===== config.mk =====
export PLATFORM = sky130hd
export DESIGN_NAME = rvCore
export DESIGN_NICKNAME = d
export VERILOG_FILES = /design/src/logic/rv_pkg.sv /design/src/logic/instrDecoder.sv /design/src/logic/aluExecute.sv /design/src/logic/resultWriter.sv /design/src/logic/coreSequencer.sv /design/src/logic/rvCore.sv
export VERILOG_INCLUDE_DIRS = /design/src /design/src/logic
export SDC_FILE = /design/constraint.sdc
export NUM_CORES = 2
export LEC_CHECK = 0
export ABC_AREA = 1
export BUFFER_PORTS_ARGS = -buffer_cell sky130_fd_sc_hd__buf_2
export CORE_AREA = 3 3 538 593
export DETAILED_ROUTE_END_ITERATION = 16
export DIE_AREA = 0 0 541 596
export HOLD_SLACK_MARGIN = 0.12
export PLACE_DENSITY = 0.5
export SLEW_MARGIN = 30
export SYNTH_ARGS = -nofsm -noshare
export SYNTH_HDL_FRONTEND = slang
export SYNTH_SLANG_ARGS = --single-unit

===== constraint.sdc =====
create_clock -name clk -period 6.95 [get_ports clk]
set_input_delay 1.7375 -clock clk [delete_from_list [all_inputs] [get_ports clk]]
set_output_delay 1.7375 -clock clk [all_outputs]
set_load 0.05 [all_outputs]

===== src/logic/rv_settings.svh =====
`ifndef RV_SETTINGS_SVH
`define RV_SETTINGS_SVH

`default_nettype none

// Address of the first fetch after reset
`define RESET_PC 32'h0000_0000

// Width of the retire sequence counter
`define RETIRE_COUNT_W 16

// Architectural integer registers, x0 included
`define REG_COUNT 32

`default_nettype wire

`endif


===== src/logic/rv_pkg.sv =====
`include "rv_settings.svh"

`default_nettype none

package rv_pkg;

    // Major opcode values match the RV32I opcode field
    typedef enum logic [6:0] {
        OPC_ILLEGAL = 7'b0000000,
        OPC_OP      = 7'b0110011,
        OPC_OP_IMM  = 7'b0010011,
        OPC_BRANCH  = 7'b1100011,
        OPC_JAL     = 7'b1101111,
        OPC_JALR    = 7'b1100111,
        OPC_LUI     = 7'b0110111
    } opcode_e;

    typedef enum logic [3:0] {
        ALU_ADD, ALU_SUB, ALU_AND, ALU_OR, ALU_XOR,
        ALU_SLT, ALU_SLTU, ALU_SLL, ALU_SRL, ALU_SRA,
        ALU_PASS_B
    } aluOp_e;

    // Values follow funct3, NONE takes an unused slot
    typedef enum logic [2:0] {
        BR_BEQ  = 3'b000,
        BR_BNE  = 3'b001,
        BR_NONE = 3'b010,
        BR_BLT  = 3'b100,
        BR_BGE  = 3'b101,
        BR_BLTU = 3'b110,
        BR_BGEU = 3'b111
    } branchOp_e;

    typedef enum logic [2:0] {
        S_FETCH, S_FETCH_RELEASE, S_DECODE, S_EXECUTE, S_RETIRE, S_RETIRE_RELEASE
    } coreState_e;

    typedef struct packed {
        logic [31:0] pc;
    } fetch_t;

    typedef struct packed {
        opcode_e     opcode;
        aluOp_e      aluOp;
        branchOp_e   branchOp;
        logic [4:0]  rs1;
        logic [4:0]  rs2;
        logic [4:0]  rd;
        logic [31:0] imm;
        logic        useImm;     // Operand B from imm
        logic        writesRd;
        logic        illegal;
    } decoded_t;

    typedef struct packed {
        logic [31:0] value;
        logic [31:0] nextPc;
        logic        taken;
    } execResult_t;

    typedef struct packed {
        logic [`RETIRE_COUNT_W-1:0] seq;
        logic [31:0]                pc;
        logic [4:0]                 rd;
        logic [31:0]                rdValue;
        logic                       writesRd;
        logic [31:0]                nextPc;
        logic                       illegal;
    } retire_t;

endpackage

`default_nettype wire


===== src/logic/instrDecoder.sv =====
`default_nettype none

module instrDecoder import rv_pkg::*; (
    input  wire [31:0] instrReg,
    output decoded_t   decoded
);
    logic [6:0]  opc;
    logic [2:0]  funct3;
    logic [6:0]  funct7;
    logic [31:0] immI;
    logic [31:0] immB;
    logic [31:0] immJ;
    logic [31:0] immU;
    logic        legal;
    logic        writes;

    assign opc    = instrReg[6:0];
    assign funct3 = instrReg[14:12];
    assign funct7 = instrReg[31:25];

    assign immI = {{20{instrReg[31]}}, instrReg[31:20]};
    assign immB = {{19{instrReg[31]}}, instrReg[31], instrReg[7], instrReg[30:25],
                   instrReg[11:8], 1'b0};
    assign immJ = {{11{instrReg[31]}}, instrReg[31], instrReg[19:12], instrReg[20],
                   instrReg[30:21], 1'b0};
    assign immU = {instrReg[31:12], 12'b0};

    always_comb begin
        decoded.aluOp    = ALU_ADD;
        decoded.branchOp = BR_NONE;
        decoded.rs1      = instrReg[19:15];
        decoded.rs2      = instrReg[24:20];
        decoded.rd       = instrReg[11:7];
        decoded.imm      = immI;
        decoded.useImm   = 1'b0;
        legal            = 1'b0;
        writes           = 1'b0;

        case (opc)
            OPC_OP: begin
                writes = 1'b1;
                if (funct7 == 7'b0000000) begin
                    legal = 1'b1;
                    case (funct3)
                        3'b000:  decoded.aluOp = ALU_ADD;
                        3'b001:  decoded.aluOp = ALU_SLL;
                        3'b010:  decoded.aluOp = ALU_SLT;
                        3'b011:  decoded.aluOp = ALU_SLTU;
                        3'b100:  decoded.aluOp = ALU_XOR;
                        3'b101:  decoded.aluOp = ALU_SRL;
                        3'b110:  decoded.aluOp = ALU_OR;
                        default: decoded.aluOp = ALU_AND;
                    endcase
                end else if (funct7 == 7'b0100000) begin
                    legal         = (funct3 == 3'b000) || (funct3 == 3'b101);
                    decoded.aluOp = (funct3 == 3'b000) ? ALU_SUB : ALU_SRA;
                end
            end
            OPC_OP_IMM: begin
                writes         = 1'b1;
                legal          = 1'b1;
                decoded.useImm = 1'b1;
                case (funct3)
                    3'b000: decoded.aluOp = ALU_ADD;
                    3'b010: decoded.aluOp = ALU_SLT;
                    3'b011: decoded.aluOp = ALU_SLTU;
                    3'b100: decoded.aluOp = ALU_XOR;
                    3'b110: decoded.aluOp = ALU_OR;
                    3'b111: decoded.aluOp = ALU_AND;
                    3'b001: begin
                        decoded.aluOp = ALU_SLL;
                        legal         = (funct7 == 7'b0000000);
                    end
                    default: begin
                        decoded.aluOp = funct7[5] ? ALU_SRA : ALU_SRL;    // Bit 30 picks SRAI
                        legal = (funct7 == 7'b0000000) || (funct7 == 7'b0100000);
                    end
                endcase
            end
            OPC_BRANCH: begin
                decoded.imm      = immB;
                legal            = (funct3 != 3'b010) && (funct3 != 3'b011);
                decoded.branchOp = branchOp_e'(funct3);
            end
            OPC_JAL: begin
                decoded.imm = immJ;
                legal       = 1'b1;
                writes      = 1'b1;
            end
            OPC_JALR: begin
                decoded.useImm = 1'b1;    // ALU forms rs1 + imm
                legal          = (funct3 == 3'b000);
                writes         = 1'b1;
            end
            OPC_LUI: begin
                decoded.imm    = immU;
                decoded.aluOp  = ALU_PASS_B;
                decoded.useImm = 1'b1;
                legal          = 1'b1;
                writes         = 1'b1;
            end
            default: legal = 1'b0;
        endcase

        decoded.opcode   = legal ? opcode_e'(opc) : OPC_ILLEGAL;
        decoded.writesRd = legal && writes;
        decoded.illegal  = !legal;
    end

endmodule

`default_nettype wire


===== src/logic/aluExecute.sv =====
`default_nettype none

module aluExecute import rv_pkg::*; (
    input  wire decoded_t decoded,
    input  wire [31:0]    rs1Value,
    input  wire [31:0]    rs2Value,
    input  wire [31:0]    pc,
    output execResult_t   result
);
    logic [31:0] opB;
    logic [4:0]  shamt;
    logic [31:0] aluValue;
    logic [31:0] pcPlus4;
    logic [31:0] pcTarget;
    logic        isEqual;
    logic        lessSigned;
    logic        lessUnsigned;
    logic        branchCond;

    assign opB      = decoded.useImm ? decoded.imm : rs2Value;
    assign shamt    = opB[4:0];
    assign pcPlus4  = pc + 32'd4;
    assign pcTarget = pc + decoded.imm;    // Branch and JAL target

    // Branch comparator always works on the two registers
    assign isEqual      = (rs1Value == rs2Value);
    assign lessSigned   = $signed(rs1Value) < $signed(rs2Value);
    assign lessUnsigned = rs1Value < rs2Value;

    always_comb begin
        case (decoded.aluOp)
            ALU_ADD:    aluValue = rs1Value + opB;
            ALU_SUB:    aluValue = rs1Value - opB;
            ALU_AND:    aluValue = rs1Value & opB;
            ALU_OR:     aluValue = rs1Value | opB;
            ALU_XOR:    aluValue = rs1Value ^ opB;
            ALU_SLT:    aluValue = {31'b0, $signed(rs1Value) < $signed(opB)};
            ALU_SLTU:   aluValue = {31'b0, rs1Value < opB};
            ALU_SLL:    aluValue = rs1Value << shamt;
            ALU_SRL:    aluValue = rs1Value >> shamt;
            ALU_SRA:    aluValue = $unsigned($signed(rs1Value) >>> shamt);
            ALU_PASS_B: aluValue = opB;
            default:    aluValue = '0;
        endcase
    end

    always_comb begin
        case (decoded.branchOp)
            BR_BEQ:  branchCond = isEqual;
            BR_BNE:  branchCond = !isEqual;
            BR_BLT:  branchCond = lessSigned;
            BR_BGE:  branchCond = !lessSigned;
            BR_BLTU: branchCond = lessUnsigned;
            BR_BGEU: branchCond = !lessUnsigned;
            default: branchCond = 1'b0;
        endcase
    end

    always_comb begin
        result.value  = aluValue;
        result.nextPc = pcPlus4;
        result.taken  = 1'b0;
        case (decoded.opcode)
            OPC_BRANCH: begin
                result.taken  = branchCond;
                result.nextPc = branchCond ? pcTarget : pcPlus4;
            end
            OPC_JAL: begin
                result.value  = pcPlus4;    // Link
                result.nextPc = pcTarget;
                result.taken  = 1'b1;
            end
            OPC_JALR: begin
                result.value  = pcPlus4;
                result.nextPc = {aluValue[31:1], 1'b0};
                result.taken  = 1'b1;
            end
            default: result.taken = 1'b0;
        endcase
    end

endmodule

`default_nettype wire


===== src/logic/resultWriter.sv =====
`include "rv_settings.svh"

`default_nettype none

module resultWriter import rv_pkg::*; (
    input  wire logic        clk,
    input  wire logic        reset,
    input  wire logic        commit,
    input  wire decoded_t    decoded,
    input  wire execResult_t exec,
    input  wire [31:0]       pc,
    output logic [31:0]      rs1Value,
    output logic [31:0]      rs2Value,
    output retire_t          retire
);
    logic [31:0]                regs [`REG_COUNT];
    logic [`RETIRE_COUNT_W-1:0] seq;

    // x0 is cleared by reset and never written
    assign rs1Value = regs[decoded.rs1];
    assign rs2Value = regs[decoded.rs2];

    always_ff @(posedge clk) begin
        if (reset) begin
            for (int i = 0; i < `REG_COUNT; i++) begin
                regs[i] <= '0;
            end
        end else if (commit && decoded.writesRd && (decoded.rd != 5'd0)) begin
            regs[decoded.rd] <= exec.value;
        end
    end

    always_ff @(posedge clk) begin
        if (reset) begin
            seq <= '0;
        end else if (commit) begin
            seq <= seq + 1'b1;    // One step per retire
        end
    end

    // Sources stay put from EXECUTE until commit, so the record is steady under retireReq
    always_comb begin
        retire.seq      = seq;
        retire.pc       = pc;
        retire.rd       = decoded.rd;
        retire.rdValue  = decoded.writesRd ? exec.value : 32'd0;
        retire.writesRd = decoded.writesRd;
        retire.nextPc   = exec.nextPc;
        retire.illegal  = decoded.illegal;
    end

endmodule

`default_nettype wire


===== src/logic/coreSequencer.sv =====
`include "rv_settings.svh"

`default_nettype none

module coreSequencer import rv_pkg::*; (
    input  wire logic        clk,
    input  wire logic        reset,
    input  wire logic        fetchAck,
    input  wire [31:0]       instr,
    input  wire logic        retireAck,
    output logic             fetchReq,
    output fetch_t           fetch,
    output logic             retireReq,
    input  wire decoded_t    decodedIn,
    output decoded_t         decodedReg,
    input  wire execResult_t execIn,
    output execResult_t      execReg,
    output logic [31:0]      pc,
    output logic [31:0]      instrReg,
    output logic             commit
);
    coreState_e state;
    logic       fetchDone;

    assign fetchDone = (state == S_FETCH) && fetchReq && fetchAck;
    assign fetch     = fetch_t'{pc: pc};
    assign commit    = (state == S_RETIRE) && retireAck;    // Retire handshake done

    always_ff @(posedge clk) begin
        if (reset) begin
            state     <= S_FETCH;
            fetchReq  <= 1'b0;
            retireReq <= 1'b0;
            pc        <= `RESET_PC;
        end else begin
            case (state)
                S_FETCH: begin
                    if (fetchDone) begin
                        fetchReq <= 1'b0;
                        state    <= S_FETCH_RELEASE;
                    end else if (!fetchAck) begin
                        fetchReq <= 1'b1;    // First request after reset
                    end
                end
                S_FETCH_RELEASE: begin
                    if (!fetchAck) begin
                        state <= S_DECODE;
                    end
                end
                S_DECODE: begin
                    state <= S_EXECUTE;
                end
                S_EXECUTE: begin
                    retireReq <= 1'b1;
                    state     <= S_RETIRE;
                end
                S_RETIRE: begin
                    if (retireAck) begin
                        retireReq <= 1'b0;
                        pc        <= execReg.nextPc;
                        state     <= S_RETIRE_RELEASE;
                    end
                end
                S_RETIRE_RELEASE: begin
                    if (!retireAck) begin
                        fetchReq <= 1'b1;    // Next fetch, ack already low
                        state    <= S_FETCH;
                    end
                end
                default: begin
                    fetchReq  <= 1'b0;
                    retireReq <= 1'b0;
                    state     <= S_FETCH;
                end
            endcase
        end
    end

    // Stage registers
    always_ff @(posedge clk) begin
        if (fetchDone) begin
            instrReg <= instr;
        end
        if (state == S_DECODE) begin
            decodedReg <= decodedIn;
        end
        if (state == S_EXECUTE) begin
            execReg <= execIn;
        end
    end

endmodule

`default_nettype wire


===== src/logic/rvCore.sv =====
`default_nettype none

module rvCore import rv_pkg::*; (
    input  wire logic  clk,
    input  wire logic  reset,
    output logic       fetchReq,
    output fetch_t     fetch,
    input  wire logic  fetchAck,
    input  wire [31:0] instr,
    output logic       retireReq,
    output retire_t    retire,
    input  wire logic  retireAck
);
    decoded_t    decodedNow;
    decoded_t    decodedReg;
    execResult_t execNow;
    execResult_t execReg;
    logic [31:0] pc;
    logic [31:0] instrReg;
    logic [31:0] rs1Value;
    logic [31:0] rs2Value;
    logic        commit;

    coreSequencer u_coreSequencer (
        .clk        (clk),
        .reset      (reset),
        .fetchAck   (fetchAck),
        .instr      (instr),
        .retireAck  (retireAck),
        .fetchReq   (fetchReq),
        .fetch      (fetch),
        .retireReq  (retireReq),
        .decodedIn  (decodedNow),
        .decodedReg (decodedReg),
        .execIn     (execNow),
        .execReg    (execReg),
        .pc         (pc),
        .instrReg   (instrReg),
        .commit     (commit)
    );

    instrDecoder u_instrDecoder (
        .instrReg (instrReg),
        .decoded  (decodedNow)
    );

    aluExecute u_aluExecute (
        .decoded  (decodedReg),
        .rs1Value (rs1Value),
        .rs2Value (rs2Value),
        .pc       (pc),
        .result   (execNow)
    );

    resultWriter u_resultWriter (
        .clk      (clk),
        .reset    (reset),
        .commit   (commit),
        .decoded  (decodedReg),
        .exec     (execReg),
        .pc       (pc),
        .rs1Value (rs1Value),
        .rs2Value (rs2Value),
        .retire   (retire)
    );

endmodule

`default_nettype wire


Word level (Yosys, flattened, before mapping)
Memories as Yosys holds them, arrays and structs flattened. A register that Yosys moved wholly into a read port is not among the register bits.
Cells that the tools add are included.
Storage, ports and cells
  register bits after elaboration: 213
  memory bits (writable): 1024
  input bits: 36
  output and inout port bits: 153
  memories kept: 1
Memories
  u_resultWriter.regs: words 32, bits a word 32, rd ports 2, clocked after Yosys merged registers in 2, wr ports 32, RTL line resultWriter.sv:16  | logic [31:0] regs [`REG_COUNT];
Operators by class
  $add $sub $neg: 5
  $lt $le $gt $ge: 4
  equality and inequality tests: 45
  shift operators: 3
  muxes and demuxes: 42
  bitwise logic cells: 5
  reduce and logical (&&, ||, !) cells: 31
Operators by type and width (count)
  32-bit one-hot mux with 11 select lines: 1
  32-bit 2-to-1 mux: 5
  32-bit less-than comparator: 4
  32-bit one-hot mux with 3 select lines: 1
  31-bit one-hot mux with 3 select lines: 1
  32-bit adder: 2
  4-bit one-hot mux with 7 select lines: 2
  7-bit equality test (second input constant): 6
  32-bit by 3-bit adder with 32-bit output (second input constant): 1
  32-bit AND: 1
  32-bit equality test: 1
  32-bit bitwise OR: 1
  32-bit OR reduction: 1
  32-bit by 5-bit << shifter with 32-bit output: 1
  32-bit by 5-bit right shift with 32-bit output: 1
  32-bit by 5-bit >>> shifter with 32-bit output: 1
  32-bit subtractor: 1
  32-bit XOR: 1
  3-bit equality test (second input constant): 10
  7-bit by 6-bit equality test with 1-bit output (second input constant): 3
  3-bit one-hot mux with 6 select lines: 1
  16-bit by 1-bit adder with 16-bit output (second input constant): 1
  4-bit by 3-bit equality test with 1-bit output (second input constant): 4
  1-bit 2-to-1 mux: 15
  33 further kinds: 69

Longest topological paths before layout
  word-level depth: 9
  gate-level depth with buffers: 35
  mapped depth without buffers: 30

Cells and area by module
Synthesis repeated with hierarchy kept, for this count alone.
Unflattened totals
  cells, all modules: 11009
  area total of the unflattened synthesis: 81087.8 µm²
Modules (own cells, without submodules)
  resultWriter: times used 1, cells each 7433, area each 57893.0 µm², seq. area each 31069.8 µm²
  aluExecute: times used 1, cells each 3028, area each 15660.0 µm², seq. area each 0.0 µm²
  coreSequencer: times used 1, cells each 386, area each 6736.5 µm², seq. area each 5575.3 µm²
  instrDecoder: times used 1, cells each 162, area each 798.3 µm², seq. area each 0.0 µm²

Worst setup path before layout
OpenSTA, ideal clock, no wires.
  kind: flip-flop to flip-flop
  start: reg u_coreSequencer.state[1]
  end: reg u_coreSequencer.fetchReq
  setup time: 0.132 ns
  data arrival time: 5.686 ns
  data required time: 6.818 ns
  slack: 1.133 ns
  cell stages (with the launch flop): 7
  buffers on the path: 0
  cells stage by stage: dfxtp_1 -> inv_1 -> nor3_1 -> or2_2 -> inv_1 -> a41oi_1 -> nor3_1
Between the ends
  word-level cells in the longest chain between the ends: 5
  elaborated cells between the ends (all ways): 15
RTL lines
  start: declaration: RTL line coreSequencer.sv:22  | coreState_e state;
  start signal: assignment: RTL line coreSequencer.sv:31  | state <= S_FETCH;
  start signal: assignment: RTL line coreSequencer.sv:40  | state <= S_FETCH_RELEASE;
  start signal: assignment: RTL line coreSequencer.sv:47  | state <= S_DECODE;
  3-bit logical NOT: RTL line coreSequencer.sv:25, coreSequencer.sv:36
  1-bit logical AND (2 in series): RTL line coreSequencer.sv:25  | assign fetchDone = (state == S_FETCH) && fetchReq && fetchAck;
  3-bit by 2-bit inequality test with 1-bit output (no line) / 1-bit 2-to-1 mux (equally long branches)
  3-bit AND reduction (no line) / 1-bit one-hot mux with 3 select lines (equally long branches)
  end signal: assignment: RTL line coreSequencer.sv:32  | fetchReq <= 1'b0;
  end signal: assignment: RTL line coreSequencer.sv:39  | fetchReq <= 1'b0;
  end signal: assignment: RTL line coreSequencer.sv:42  | fetchReq <= 1'b1;
  end: declaration: RTL line coreSequencer.sv:11  | output logic fetchReq,
Parallel ways exist; a longest one is shown, timed or not.
A chain may end at the register's enable or synchronous reset.

==> qor.yml <==
synth_cell_types: 69
ios: 189
row_count: 216
cts-resized-gates: 0
finalSetupTns_ns: 0
synth-compound-area-share: 0.107
path_class: "flop to flop"
postSynthAreaPerCell_um2: 7.75
syn_area_mm2: 0.0782
status: "complete, no violations"
cts_tree: "built"
syn2layout_area_growth_pct: 12.5
holdBufCountCts: 0
post-route-cell-area_mm2: 0.0880
cts_buffers: 150
ys_seq_elements: 1247
layout.nets: 10100
endpoint_kind: "flop"
port_buffers: 188
die_area_mm2: 0.322
cts-root-buf: "clkbuf_16"
r2r_cells: 26
cp_max_fo: 158
yosysSeqAreaShare: 0.471
synth-xor-area-share: 0.00594
final_common_cell: "nand2_1"
async_reset_ff_frac: 0
overflow: 0
fin_crit_ns: 6.71
layout.area.seq_mm2: 0.0368
fmax_mhz: 149
mostFrequentLayoutCells: "nand2_1, nor2_1, nand3_1"
synth_edf_count: 1184
crit_top_cell: "nand2_1"
critPathSlowestCell: "nor4_1"
placed_area_mm2: 0.0834
clockBufferDepth: 4
dr.pass1.iters: 7
post-dp-hpwl_mm: 245
syn_inst: 10100
setup_viol: 0
ir_drop_mv: 0.211
synth_top_family_by_area: "simple AND/OR/NAND/NOR gates"
drive_gt1_frac: 0.0863
htree_levels: 4
dieHeight_um: 596
via_count: 75400
start_kind: "flop"
wire_per_inst_um: 26.4
cts_num_sinks: 1247
gp_congestion: 1.04
skew_ns: 0.0586
hold_class: "flop to flop"
core_mm2: 0.314
arrival_ns: 7.30
maxCapViolations: 0
post_cts.repair.setup_buffers: 0
ys_warn_count: 0
grt_first_pass_wirelength_mm: 524
via_per_inst: 5.32
drt_iter0_markers: 9038
grt_max_degree: 159
path_clk_slew_ns: 0.06
clock_latency_ns: 0.86
synthMuxAreaShare: 0.000144
drc: 0
antenna_left: 0
synthTopCellsByArea: "edfxtp_1, nand2_1, nand3_1"
initial_core_util: 0.249
synth_top_area_share: 0.455
synth-adder-area-share: 0.0267
period_share: 0.966
hold_viol_final: 0
fp.dieW_um: 541
worst_pin_slew_ns: 1.07
synth-simple-area-share: 0.311
critPathMaxStageDelay_ns: 0.59
power_density_mw_per_mm2: 290
leakage_nw: 35.5
slew_headroom: 0.281
routed_wirelength_mm: 374
synth_top_flop_cell: "edfxtp_1"
maxSlewViolCount: 0
required_ns: 7.54
multi_input_area_mm2: 0.0356
antenna_found_initial: 19
fill_cells: 33900
first_global_vias: 70600
synth_top_cell_by_area: "edfxtp_1"
rsz0062_at_grt: "false"
holdPathStages: 0
track_usage: 0.222
-- final cells by class --
cell class | instances | share of cell area
sequential | 1247 | 0.419
multi-input combinational | 7540 | 0.405
tap | 4142 | 0.0589
clock buffer | 177 | 0.0445
timing repair buffer | 477 | 0.0433
inverter | 501 | 0.0223
clock inverter | 83 | 0.00728
antenna | 10 | 0.000285
-- final timing paths --
| kind | startpoint | end | slack [ns] |
|---|---|---|---|
| setup / recovery | flop | u_coreSequencer.execReg[64]$_DFFE_PP_ | 0.24 |
| hold / removal | u_coreSequencer.instrReg[20]$_DFFE_PP_ | u_coreSequencer.decodedReg[40]$_DFFE_PP_ | 0.45 |
| setup reg to reg | flop | u_coreSequencer.execReg[64]$_DFFE_PP_ | 0.24 |
| hold reg to reg | u_coreSequencer.instrReg[20]$_DFFE_PP_ | u_coreSequencer.decodedReg[40]$_DFFE_PP_ | 0.45 |
-- critical path, delay by kind of cell, from the launching register on --
family,cells,cell delay (ns)
simple gates,20,3.60
buf+inv,3,1.05
flops,1,0.58
fa+ha+maj,1,0.52
compound gates,2,0.32
-- power by group --
| group | switching (mW) | internal, mW | leakage [nW] | total, mW |
|---|---|---|---|---|
| registers | 0.252 | 8.55 | 12.5 | 8.80 |
| logic | 6.79 | 2.27 | 20.8 | 9.06 |
| clock network | 3.36 | 4.32 | 2.23 | 7.68 |
-- logic make-up after synthesis --
logic type | after synthesis
buffers and inverters | 1336
adders and majority gates | 165
xor gates and xnor gates | 53
AOI/OAI and AO/OA | 1430
other | 1
and+or+nand+nor | 5859
muxes | 1
DFF | 1247
-- state kept, by name (all words and copies together) (netlist names), named ones only --
| signal | cells |
|---|---|
| u_coreSequencer.instrReg | 32 |
| u_resultWriter.seq | 16 |
| u_coreSequencer.state | 3 |
| u_coreSequencer.fetchReq | 1 |
| u_resultWriter.regs | 1024 |
| u_coreSequencer.retireReq | 1 |
| u_coreSequencer.fetch | 32 |
| u_coreSequencer.execReg | 64 |
| u_coreSequencer.decodedReg | 64 |
-- metal layers --
layer,vias to the layer above,global-route usage,wire length [um]
met5,-,0,27
met4,4,0.156,30900
met3,904,0.0416,35300
met2,4393,0.339,162000
met1,36300,0.283,146000
li1,33800,-,-
-- cells in the mapped netlist, types with 4 or more instances --
library cell,n
nand2_1,2446
a221oi_1,9
a21oi_1,291
a21o_1,4
buf_8,4
or2_2,21
nand3_1,1488
o21ai_2,23
nor4_1,21
nor3_1,45
inv_2,16
buf_4,134
and3_1,4
clkbuf_1,380
a21boi_0,4
a211oi_1,7
dfxtp_1,63
nor2_1,1747
xor2_1,39
o21a_1,13
buf_1,41
o211ai_1,54
inv_1,477
o22ai_1,71
buf_2,241
o21ai_1,119
nand4_1,49
o2111ai_1,5
o21bai_1,8
o21ai_0,618
edfxtp_1,1184
nand2_2,10
nand3_2,7
nand3b_1,5
ha_1,162
a32o_1,5
clkinv_1,5
xnor2_1,14
a31oi_1,22
o221ai_1,159
buf_6,35
-- metrics by stage --
step                hold WS, ns  power, mW  utilization  setup slack, ns  std cells
finish                    0.447       25.5        0.280            0.236      14200
global route              0.454       26.4        0.280           0.0907      14200
CTS                       0.448       25.3        0.280            0.506      14200
floorplan                 0.422       14.2            -             1.13      10100
detailed placement        0.434       17.7        0.265            0.535      13900
global placement          0.429       17.7        0.265            0.558      13900
Power figures use the tool's default switching activity.
